`src/rv_pkg.sv`:
```
package rv_pkg;

    typedef logic [63:0] xlen_t;                        // Architectural register width

    // Major opcodes
    localparam logic [6:0] OPC_LUI    = 7'b0110111;
    localparam logic [6:0] OPC_AUIPC  = 7'b0010111;
    localparam logic [6:0] OPC_OPIMM  = 7'b0010011;
    localparam logic [6:0] OPC_OP     = 7'b0110011;
    localparam logic [6:0] OPC_BRANCH = 7'b1100011;
    localparam logic [6:0] OPC_JAL    = 7'b1101111;
    localparam logic [6:0] OPC_JALR   = 7'b1100111;
    localparam logic [6:0] OPC_LOAD   = 7'b0000011;
    localparam logic [6:0] OPC_STORE  = 7'b0100011;
    localparam logic [6:0] OPC_SYSTEM = 7'b1110011;

    // Minor function codes
    localparam logic [2:0] F3_ADDI  = 3'b000;
    localparam logic [2:0] F3_SLT   = 3'b010;
    localparam logic [2:0] F3_BEQ   = 3'b000;
    localparam logic [2:0] F3_JALR  = 3'b000;
    localparam logic [2:0] F3_DW    = 3'b011;           // Doubleword load and store
    localparam logic [2:0] F3_CSRRW = 3'b001;
    localparam logic [6:0] F7_BASE  = 7'b0000000;
    localparam logic [31:0] INSN_MRET = 32'h3020_0073;  // Fully fixed encoding

    // Machine CSRs reachable by CSRRW
    localparam logic [11:0] CSR_MSTATUS = 12'h300;
    localparam logic [11:0] CSR_MTVEC   = 12'h305;
    localparam logic [11:0] CSR_MEPC    = 12'h341;
    localparam logic [11:0] CSR_MCAUSE  = 12'h342;

    localparam int MSTATUS_MIE  = 3;                    // Global interrupt enable
    localparam int MSTATUS_MPIE = 7;                    // Enable saved on trap entry
    // Interrupt flag in MSB, cause 11 is machine external
    localparam xlen_t MCAUSE_EXT_IRQ = 64'h8000_0000_0000_000B;

    typedef enum logic [3:0] {
        OP_LUI, OP_AUIPC, OP_ADDI, OP_SLT, OP_BEQ, OP_JAL, OP_JALR,
        OP_LD, OP_SD, OP_MRET, OP_CSRRW,
        OP_NOP                                          // Unknown opcodes land here
    } op_kind_e;

    typedef struct packed {
        op_kind_e    kind;
        logic [4:0]  rd;
        logic [4:0]  rs1;
        logic [4:0]  rs2;
        xlen_t       imm;                               // Sign-extended, format already picked
        logic [11:0] csr_addr;
        xlen_t       pc;                                // Address of this instruction
    } dec_op_t;

endpackage

```
`src/rv_if.sv`:
```
`timescale 1ns/10ps

// Decode to execute, one decoded op per transfer
interface dec_if import rv_pkg::*; ();
    logic    valid;                 // Op held until ready
    logic    ready;                 // Execute idle
    dec_op_t op;

    modport source (output valid, output op, input ready);
    modport sink   (input valid, input op, output ready);
endinterface

// Execute to retire, result plus the operand read-back paths
interface res_if import rv_pkg::*; ();
    logic        valid;
    logic        ready;             // Retire never stalls
    logic        wr_en;             // Already masked for x0
    logic [4:0]  rd;
    xlen_t       data;
    xlen_t       next_pc;
    logic        is_mret;
    logic        csr_wr_en;
    logic [11:0] csr_addr;          // Also selects csr_rdata
    xlen_t       csr_data;
    logic [4:0]  rs1_sel;
    logic [4:0]  rs2_sel;
    xlen_t       rs1_val;           // Combinational register file reads
    xlen_t       rs2_val;
    xlen_t       csr_rdata;

    modport source (
        output valid, wr_en, rd, data, next_pc, is_mret,
        output csr_wr_en, csr_addr, csr_data, rs1_sel, rs2_sel,
        input  ready, rs1_val, rs2_val, csr_rdata
    );
    modport sink (
        input  valid, wr_en, rd, data, next_pc, is_mret,
        input  csr_wr_en, csr_addr, csr_data, rs1_sel, rs2_sel,
        output ready, rs1_val, rs2_val, csr_rdata
    );
endinterface

```
`src/rv_decode.sv`:
```
`timescale 1ns/10ps

module rv_decode import rv_pkg::*; (
    input  logic        clk,
    input  logic        reset,
    input  xlen_t       pc,
    input  logic        instr_valid,
    input  logic [31:0] instruction,
    output logic        instr_ready,
    input  logic        retired,        // Retire pulse reopens fetch
    dec_if.source       dec
);

    logic [31:0] ir;                    // Captured instruction word
    xlen_t       ir_pc;
    logic        ir_full;               // ir waits one cycle for decode

    function automatic dec_op_t decode_ir(input logic [31:0] w, input xlen_t at_pc);
        dec_op_t d;
        xlen_t   imm_i;
        xlen_t   imm_s;
        xlen_t   imm_b;
        xlen_t   imm_u;
        xlen_t   imm_j;
        imm_i = {{52{w[31]}}, w[31:20]};
        imm_s = {{52{w[31]}}, w[31:25], w[11:7]};
        imm_b = {{51{w[31]}}, w[31], w[7], w[30:25], w[11:8], 1'b0};
        imm_u = {{32{w[31]}}, w[31:12], 12'b0};
        imm_j = {{43{w[31]}}, w[31], w[19:12], w[20], w[30:21], 1'b0};
        d.kind     = OP_NOP;            // Retires without a write
        d.rd       = w[11:7];
        d.rs1      = w[19:15];
        d.rs2      = w[24:20];
        d.imm      = imm_i;             // I-type is the common case
        d.csr_addr = w[31:20];
        d.pc       = at_pc;
        case (w[6:0])
            OPC_LUI:    begin d.kind = OP_LUI;   d.imm = imm_u; end
            OPC_AUIPC:  begin d.kind = OP_AUIPC; d.imm = imm_u; end
            OPC_JAL:    begin d.kind = OP_JAL;   d.imm = imm_j; end
            OPC_OPIMM:  if (w[14:12] == F3_ADDI) d.kind = OP_ADDI;
            OPC_OP:     if (w[14:12] == F3_SLT && w[31:25] == F7_BASE) d.kind = OP_SLT;
            OPC_JALR:   if (w[14:12] == F3_JALR) d.kind = OP_JALR;
            OPC_LOAD:   if (w[14:12] == F3_DW) d.kind = OP_LD;
            OPC_BRANCH: if (w[14:12] == F3_BEQ) begin
                d.kind = OP_BEQ;
                d.imm  = imm_b;
            end
            OPC_STORE:  if (w[14:12] == F3_DW) begin
                d.kind = OP_SD;
                d.imm  = imm_s;
            end
            OPC_SYSTEM: begin
                if (w == INSN_MRET) d.kind = OP_MRET;
                else if (w[14:12] == F3_CSRRW) d.kind = OP_CSRRW;
            end
            default: ;
        endcase
        return d;
    endfunction

    always_ff @(posedge clk or negedge reset) begin
        if (!reset) begin
            instr_ready <= 1'b1;
            ir_full     <= 1'b0;
            dec.valid   <= 1'b0;
        end else begin
            if (instr_valid && instr_ready) begin
                instr_ready <= 1'b0;    // Closed until retirement
                ir_full     <= 1'b1;
            end else if (retired) begin
                instr_ready <= 1'b1;
            end
            if (ir_full) begin
                ir_full   <= 1'b0;
                dec.valid <= 1'b1;      // Op visible from N+1
            end else if (dec.valid && dec.ready) begin
                dec.valid <= 1'b0;
            end
        end
    end

    // Fetch and decode payload
    always_ff @(posedge clk) begin
        if (instr_valid && instr_ready) begin
            ir    <= instruction;
            ir_pc <= pc;
        end
        if (ir_full) dec.op <= decode_ir(ir, ir_pc);   // Loaded once, stable while valid
    end

endmodule

```
`src/rv_execute.sv`:
```
`timescale 1ns/10ps

module rv_execute import rv_pkg::*; (
    input  logic  clk,
    input  logic  reset,
    dec_if.sink   dec,
    res_if.source res,
    output xlen_t bus_address,
    output xlen_t bus_write_data,
    output logic  bus_write_enable,
    output logic  bus_read_enable,
    input  xlen_t bus_read_data,
    input  logic  bus_read_valid        // No ready on this bus
);

    typedef enum logic [1:0] {S_IDLE, S_WAIT_RD, S_HAND} state_e;

    state_e  state;
    dec_op_t op_q;                      // Op being executed
    xlen_t   load_q;                    // Returned load data
    xlen_t   rs1_imm;                   // Shared adder for ADDI, JALR, LD and SD
    xlen_t   pc_imm;                    // AUIPC, BEQ and JAL target
    xlen_t   link;

    assign dec.ready   = (state == S_IDLE);
    assign res.valid   = (state == S_HAND);
    assign res.rs1_sel = op_q.rs1;      // Register file cannot change while in flight
    assign res.rs2_sel = op_q.rs2;

    assign rs1_imm        = res.rs1_val + op_q.imm;
    assign pc_imm         = op_q.pc + op_q.imm;
    assign link           = op_q.pc + 64'd4;
    assign bus_address    = rs1_imm;
    assign bus_write_data = res.rs2_val;

    always_ff @(posedge clk or negedge reset) begin
        if (!reset) begin
            state            <= S_IDLE;
            bus_read_enable  <= 1'b0;
            bus_write_enable <= 1'b0;
        end else begin
            bus_read_enable  <= 1'b0;   // Enables are one-cycle pulses
            bus_write_enable <= 1'b0;
            case (state)
                S_IDLE: if (dec.valid) begin
                    if (dec.op.kind == OP_LD) begin
                        state           <= S_WAIT_RD;
                        bus_read_enable <= 1'b1;
                    end else begin
                        state            <= S_HAND;     // Store retires one cycle after write
                        bus_write_enable <= (dec.op.kind == OP_SD);
                    end
                end
                S_WAIT_RD: if (bus_read_valid) state <= S_HAND;   // Variable latency
                S_HAND:    if (res.ready) state <= S_IDLE;
                default:   state <= S_IDLE;
            endcase
        end
    end

    always_ff @(posedge clk) begin
        if (dec.valid && dec.ready) op_q <= dec.op;
        if (state == S_WAIT_RD && bus_read_valid) load_q <= bus_read_data;
    end

    always_comb begin
        res.rd        = op_q.rd;
        res.wr_en     = 1'b0;
        res.data      = link;           // Link value for both jumps
        res.next_pc   = link;
        res.is_mret   = 1'b0;
        res.csr_wr_en = 1'b0;
        res.csr_addr  = op_q.csr_addr;
        res.csr_data  = res.rs1_val;
        case (op_q.kind)
            OP_LUI:   begin res.wr_en = 1'b1; res.data = op_q.imm; end
            OP_AUIPC: begin res.wr_en = 1'b1; res.data = pc_imm; end
            OP_ADDI:  begin res.wr_en = 1'b1; res.data = rs1_imm; end
            OP_SLT: begin
                res.wr_en = 1'b1;
                res.data  = ($signed(res.rs1_val) < $signed(res.rs2_val)) ? 64'd1 : 64'd0;
            end
            OP_BEQ:   if (res.rs1_val == res.rs2_val) res.next_pc = pc_imm;
            OP_JAL:   begin res.wr_en = 1'b1; res.next_pc = pc_imm; end
            OP_JALR:  begin res.wr_en = 1'b1; res.next_pc = {rs1_imm[63:1], 1'b0}; end
            OP_LD:    begin res.wr_en = 1'b1; res.data = load_q; end
            OP_MRET:  res.is_mret = 1'b1;   // Retire picks mepc
            OP_CSRRW: begin
                res.wr_en     = 1'b1;
                res.data      = res.csr_rdata;  // Old value, write lands at retire
                res.csr_wr_en = 1'b1;
            end
            default: ;                      // SD and NOP write nothing
        endcase
        if (op_q.rd == 5'd0) res.wr_en = 1'b0;  // x0 stays zero
    end

endmodule

```
`src/rv_retire.sv`:
```
`timescale 1ns/10ps

module rv_retire import rv_pkg::*; #(
    parameter xlen_t RAM_BASE  = 64'h8000_0000,
    parameter xlen_t TRAP_BASE = 64'h8000_0200
) (
    input  logic       clk,
    input  logic       reset,
    res_if.sink        res,
    input  logic       interrupt_request,
    output logic       interrupt_ack,
    output xlen_t      pc,              // Next fetch address
    output logic       retired,
    output logic       retire_valid,
    output xlen_t      retire_pc,
    output logic [4:0] retire_rd,
    output xlen_t      retire_data
);

    xlen_t regs [0:31];                 // Entry 0 never written
    xlen_t mstatus;
    xlen_t mepc;
    xlen_t mcause;
    xlen_t mtvec;
    logic  take_irq;

    assign res.ready   = 1'b1;
    assign retired     = retire_valid;
    assign res.rs1_val = (res.rs1_sel == 5'd0) ? '0 : regs[res.rs1_sel];
    assign res.rs2_val = (res.rs2_sel == 5'd0) ? '0 : regs[res.rs2_sel];
    // Retirement wins over a pending interrupt
    assign take_irq = interrupt_request && mstatus[MSTATUS_MIE] && !res.valid;

    always_comb begin
        case (res.csr_addr)
            CSR_MSTATUS: res.csr_rdata = mstatus;
            CSR_MEPC:    res.csr_rdata = mepc;
            CSR_MCAUSE:  res.csr_rdata = mcause;
            CSR_MTVEC:   res.csr_rdata = mtvec;
            default:     res.csr_rdata = '0;    // Unimplemented CSRs read zero
        endcase
    end

    always_ff @(posedge clk or negedge reset) begin
        if (!reset) begin
            pc            <= RAM_BASE;
            mstatus       <= 64'(1) << MSTATUS_MIE;     // Interrupts enabled out of reset
            mepc          <= '0;
            mcause        <= '0;
            mtvec         <= TRAP_BASE;
            retire_valid  <= 1'b0;
            interrupt_ack <= 1'b0;
        end else begin
            retire_valid  <= 1'b0;
            interrupt_ack <= 1'b0;
            if (res.valid && res.ready) begin
                retire_valid <= 1'b1;
                if (res.is_mret) begin
                    pc                    <= mepc;
                    mstatus[MSTATUS_MIE]  <= mstatus[MSTATUS_MPIE];
                    mstatus[MSTATUS_MPIE] <= 1'b1;
                end else begin
                    pc <= res.next_pc;
                end
                if (res.csr_wr_en) begin
                    case (res.csr_addr)
                        CSR_MSTATUS: mstatus <= res.csr_data;
                        CSR_MEPC:    mepc    <= res.csr_data;
                        CSR_MCAUSE:  mcause  <= res.csr_data;
                        CSR_MTVEC:   mtvec   <= res.csr_data;
                        default: ;
                    endcase
                end
            end else if (take_irq) begin
                mepc                  <= pc;            // Resume where fetch would have gone
                mcause                <= MCAUSE_EXT_IRQ;
                mstatus[MSTATUS_MPIE] <= mstatus[MSTATUS_MIE];
                mstatus[MSTATUS_MIE]  <= 1'b0;
                pc                    <= mtvec;
                interrupt_ack         <= 1'b1;
            end
        end
    end

    // Write-back and observation payload
    always_ff @(posedge clk) begin
        if (res.valid && res.ready) begin
            if (res.wr_en) regs[res.rd] <= res.data;
            retire_pc   <= pc;          // pc still points at the retiring instruction
            retire_rd   <= res.rd;
            retire_data <= res.data;
        end
    end

endmodule

```
`src/rv_core.sv`:
```
`timescale 1ns/10ps

module rv_core import rv_pkg::*; #(
    parameter xlen_t RAM_BASE  = 64'h8000_0000,
    parameter xlen_t TRAP_BASE = 64'h8000_0200
) (
    input  logic        clk,
    input  logic        reset,
    output xlen_t       pc,
    input  logic        instr_valid,
    input  logic [31:0] instruction,
    output logic        instr_ready,
    output xlen_t       bus_address,
    output xlen_t       bus_write_data,
    output logic        bus_write_enable,
    output logic        bus_read_enable,
    input  xlen_t       bus_read_data,
    input  logic        bus_read_valid,
    input  logic        interrupt_request,
    output logic        interrupt_ack,
    output logic        retire_valid,
    output xlen_t       retire_pc,
    output logic [4:0]  retire_rd,
    output xlen_t       retire_data
);

    dec_if dec_bus ();
    res_if res_bus ();

    logic retired;
    logic irq_idle;                     // Request seen only with nothing in flight

    // Idle fetch side, and no fetch landing on the entry edge
    assign irq_idle = interrupt_request && instr_ready && !instr_valid;

    rv_decode rv_decode_inst (
        .clk, .reset, .pc, .instr_valid, .instruction, .instr_ready,
        .retired, .dec(dec_bus.source)
    );

    rv_execute rv_execute_inst (
        .clk, .reset, .dec(dec_bus.sink), .res(res_bus.source),
        .bus_address, .bus_write_data, .bus_write_enable, .bus_read_enable,
        .bus_read_data, .bus_read_valid
    );

    rv_retire #(.RAM_BASE(RAM_BASE), .TRAP_BASE(TRAP_BASE)) rv_retire_inst (
        .clk, .reset, .res(res_bus.sink),
        .interrupt_request(irq_idle), .interrupt_ack,
        .pc, .retired, .retire_valid, .retire_pc, .retire_rd, .retire_data
    );

endmodule

```
`config.mk`:
```
export PLATFORM = sky130hd
export DESIGN_NAME = rv_core
export DESIGN_NICKNAME = d
export VERILOG_FILES = /design/src/rv_pkg.sv /design/src/rv_if.sv /design/src/rv_decode.sv /design/src/rv_execute.sv /design/src/rv_retire.sv /design/src/rv_core.sv
export SDC_FILE = /design/constraint.sdc
export NUM_CORES = 2
export LEC_CHECK = 0
export BUFFER_PORTS_ARGS = -buffer_cell sky130_fd_sc_hd__buf_4
export CORE_ASPECT_RATIO = 0.8
export CORE_UTILIZATION = 47
export CTS_CLUSTER_DIAMETER = 100
export DETAILED_ROUTE_END_ITERATION = 10
export GPL_TIMING_DRIVEN = 0
export PLACE_DENSITY_LB_ADDON = 0.05
export SLEW_MARGIN = 20
export SYNTH_ARGS = -nofsm -noshare
export SYNTH_HDL_FRONTEND = slang
export SYNTH_SLANG_ARGS = --single-unit
```
`constraint.sdc`:
```
create_clock -name clk -period 7.86 [get_ports clk]
set_input_delay 1.572 -clock clk [delete_from_list [all_inputs] [get_ports clk]]
set_output_delay 1.572 -clock clk [all_outputs]
set_load 0.1 [all_outputs]
```
==> results.ini <==
[status]
outcome = finished, violations left
violations = setup timing

[floorplan]
rows = 178
design.core.area_um2 = 295000
dieArea_um2 = 300000
die_w_um = 612
io_pins = 431
start_util_pct = 47.5
dieHeight_um = 490

[power_and_ir_drop]
power_mw = 62.0
vdd.ir_drop.worst_v = 0.000651
power.density_nw_per_um2 = 360
p_leak_nw = 59.7

[worst_setup_path]
worst_setup_path_end_kind = register
start_kind = register
required_ns = 8.62
crit_type = register to register
crit_fanout = 10
cp.arrival_ns = 8.94

[global_route]
antenna_found_initial = 35
grt_pass1_vias = 93200
grt.total_usage_pct = 42.5
grt_first_pass_wirelength_um = 846000
gr-total-overflow = 0
grt_max_degree = 94

[cells_and_area]
layout_commonest_cell = edfxtp_1
layout-drive-gt1-share_pct = 35.0
nFillCells = 22500
final_cell_mix = edfxtp_1 (2583), mux4_2 (1279), nand2_1 (796)
layout.nets = 10100
syn2layout_area_growth_pct = 23.0

[detailed_routing]
ant_nets = 0
dr_total_vias = 100000
dr.pass1.iters = 8
vias_per_cell = 7.19
routed_wl_um = 648000
drc = 0
wl_per_cell_um = 46.4
drt_iter0_markers = 18100

[placed_design]
port_buffers = 430
dp_hpwl_um = 494000
place_congestion = 1.05

[sta]
rsz0062_at_grt = true
setup_ws_ns = -0.326
drv_slew = 0
max-slew-margin-rel_pct = 8.90
setup_violations = 61
max_freq_ghz = 0.122
hold_viol_final = 0
period_share_pct = 104
worst_pin_slew_ns = 1.36
period_needed_ns = 8.19
fin_skew_ns = 0.0752
fin_setup_tns_ns = -6.13

[logic_synthesis]
yosysWarnings = 0
synth.mux.area_fraction_pct = 21.7
synth_seq_cells = 2922
synth-main-ff-cell = edfxtp_1
synthCells = 8483
postSynthAreaPerCell_um2 = 16.5
synthArstFlopShare_pct = 11.3
synth-seq-area-share_pct = 61.4
synth-simple-area-share_pct = 5.39
syn-cell-area_um2 = 140000
synth_xor_area_share_pct = 1.15
synth-compound-area-share_pct = 6.61
synth_top_family_by_area = multiplexers
synth.distinct_cells = 106
synthAdderAreaFrac_pct = 1.74
synth_edf_count = 2583

[run]
max_cap_violations = 0

[clocking]
cts_made_buffers = 310
clockRootBuffer = clkbuf_16
clkSinkCount = 2922
clkLatencyLatePin_ns = 0.92
h-tree-depth = 5
cts_tree = built
clk_path_buf_depth = 4
clkSlewWorstSetupHoldPaths_ns = 0.07
hold_buffers = 0

[hold_path]
worstHoldPathType = register to register

## routing by layer
metal | GRT usage [%] | vias up | wire (µm)
met2 | 55.5 | 8777 | 257000
met5 | 0 | - | 743
met3 | 18.5 | 1336 | 107000
met4 | 16.7 | 8 | 30700
met1 | 62.1 | 53000 | 253000
li1 | - | 37300 | -
## cells by family (layout without fill, tap and decap cells)
logic type / Yosys count / after routing
other: 1 / 86
AO/OA/AOI/OAI: 1357 / 1357
XOR/XNOR: 180 / 180
flip-flops: 2922 / 2922
adder cells (fa/ha/maj): 193 / 193
AND/OR/NAND/NOR: 1705 / 1705
multiplexers: 1431 / 1431
buffers and inverters: 694 / 2142
## area by class of cell
type	instances	area, µm²	share of cell area (%)
Timing Repair Buffer	918	12000	6.97
Buffer	568	3950	2.29
Clock buffer	378	8090	4.70
Tap cell	3960	4950	2.88
Multi-Input combinational cell	4930	54800	31.8
Inverter	108	415	0.241
Sequential cell	2922	86000	50.0
Antenna cell	22	55.1	0.0320
Clock inverter	170	1910	1.11
## cells in the mapped netlist, types with 63 or more instances
cell	count	area share, %
a21o_1	196	1.1
a21oi_1	322	1.2
a221oi_1	157	0.98
a22o_1	63	0.39
a31oi_1	97	0.43
buf_1	90	0.24
buf_2	113	0.40
clkbuf_1	378	1.0
dfrtp_1	324	5.8
edfxtp_1	2583	55
ha_1	191	1.7
inv_1	107	0.29
mux2_2	64	0.51
mux2i_1	88	0.63
mux4_2	1279	21
nand2_1	807	2.2
nand2b_1	84	0.38
nand3_1	135	0.48
nand4_1	76	0.34
nor2_1	381	1.0
nor3_1	73	0.26
o21ai_0	204	0.73
xnor2_1	91	0.57
xor2_1	85	0.53
## state kept, by name, summed over array words and instances, names as in the netlist, 2 cells and up, named ones only
name                          flops
rv_decode_inst.dec.op           121
rv_decode_inst.ir                32
rv_decode_inst.ir_pc             64
rv_execute_inst.load_q           64
rv_execute_inst.op_q            100
rv_execute_inst.res.csr_addr     11
rv_execute_inst.res.rd            5
rv_execute_inst.res.rs1_sel       5
rv_execute_inst.state             2
rv_retire_inst.mcause            64
rv_retire_inst.mepc              64
rv_retire_inst.mstatus           64
rv_retire_inst.mtvec             64
rv_retire_inst.pc                64
rv_retire_inst.regs            2048
rv_retire_inst.retire_data       64
rv_retire_inst.retire_pc         64
rv_retire_inst.retire_rd          5
## per-stage QoR
stage | utilization (%) | std cells | hold slack, ns | cell area, µm² | setup WS, ns
finish | 58.4 | 14000 | 0.400 | 172000 | -0.326
global placement | 50.3 | 12900 | 0.401 | 148000 | -8.20
CTS | 57.3 | 13800 | 0.406 | 169000 | -0.398
global route | 58.3 | 14000 | 0.418 | 172000 | -0.236
floorplan | - | 8546 | 0.400 | 140000 | 0.393
detailed placement | 53.0 | 13300 | 0.405 | 156000 | -2.69
## critical path, cell delays in order, from the launching register on
cell	delay, ns
dfxtp_1	0.31
clkbuf_2	0.29
buf_12	0.23
buf_2	0.53
clkbuf_4	0.57
clkbuf_1	0.71
mux4_2	0.38
mux4_2	0.24
mux2i_1	0.08
nor2_1	1.05
ha_1	0.26
nand4_1	0.09
nor2_1	0.12
nand4_1	0.28
o21bai_2	0.44
and2_1	0.20
buf_2	0.30
buf_1	0.97
a221oi_1	0.40
a311oi_1	0.43
## where the power goes
part / total, mW / internal, mW / switching (mW)
Sequential: 19.7 / 18.5 / 1.20
Clock: 15.0 / 8.49 / 6.51
Combinational: 27.3 / 8.59 / 18.7
## repair_timing
item | in CTS | in global routing
gates resized for setup | 598 | 364
pin swaps | 23 | 68
buffers inserted | 52 | 110
gates cloned | 1 | 12
setup endpoints to repair | 1868 | 111
## worst paths after layout
kind / start / to / slack, ns / cells past startpoint
max in group asynchronous: reset / rv_decode_inst.ir_full$_DFF_PN0_ / 6.01 / 3
setup reg to reg: register / rv_retire_inst.pc[34]$_DFFE_PN0P_ / -0.33 / 19
min in group asynchronous: reset / rv_retire_inst.pc[62]$_DFFE_PN0P_ / 0.51 / 1
hold / removal: rv_decode_inst.ir_pc[27]$_DFFE_PP_ / rv_decode_inst.dec.op[27]$_DFFE_PP_ / 0.40 / 0
hold reg to reg: rv_decode_inst.ir_pc[27]$_DFFE_PP_ / rv_decode_inst.dec.op[27]$_DFFE_PP_ / 0.40 / 0
setup / recovery: register / rv_retire_inst.pc[34]$_DFFE_PN0P_ / -0.33 / 19
Note: power is estimated with default switching activity, not from simulation.
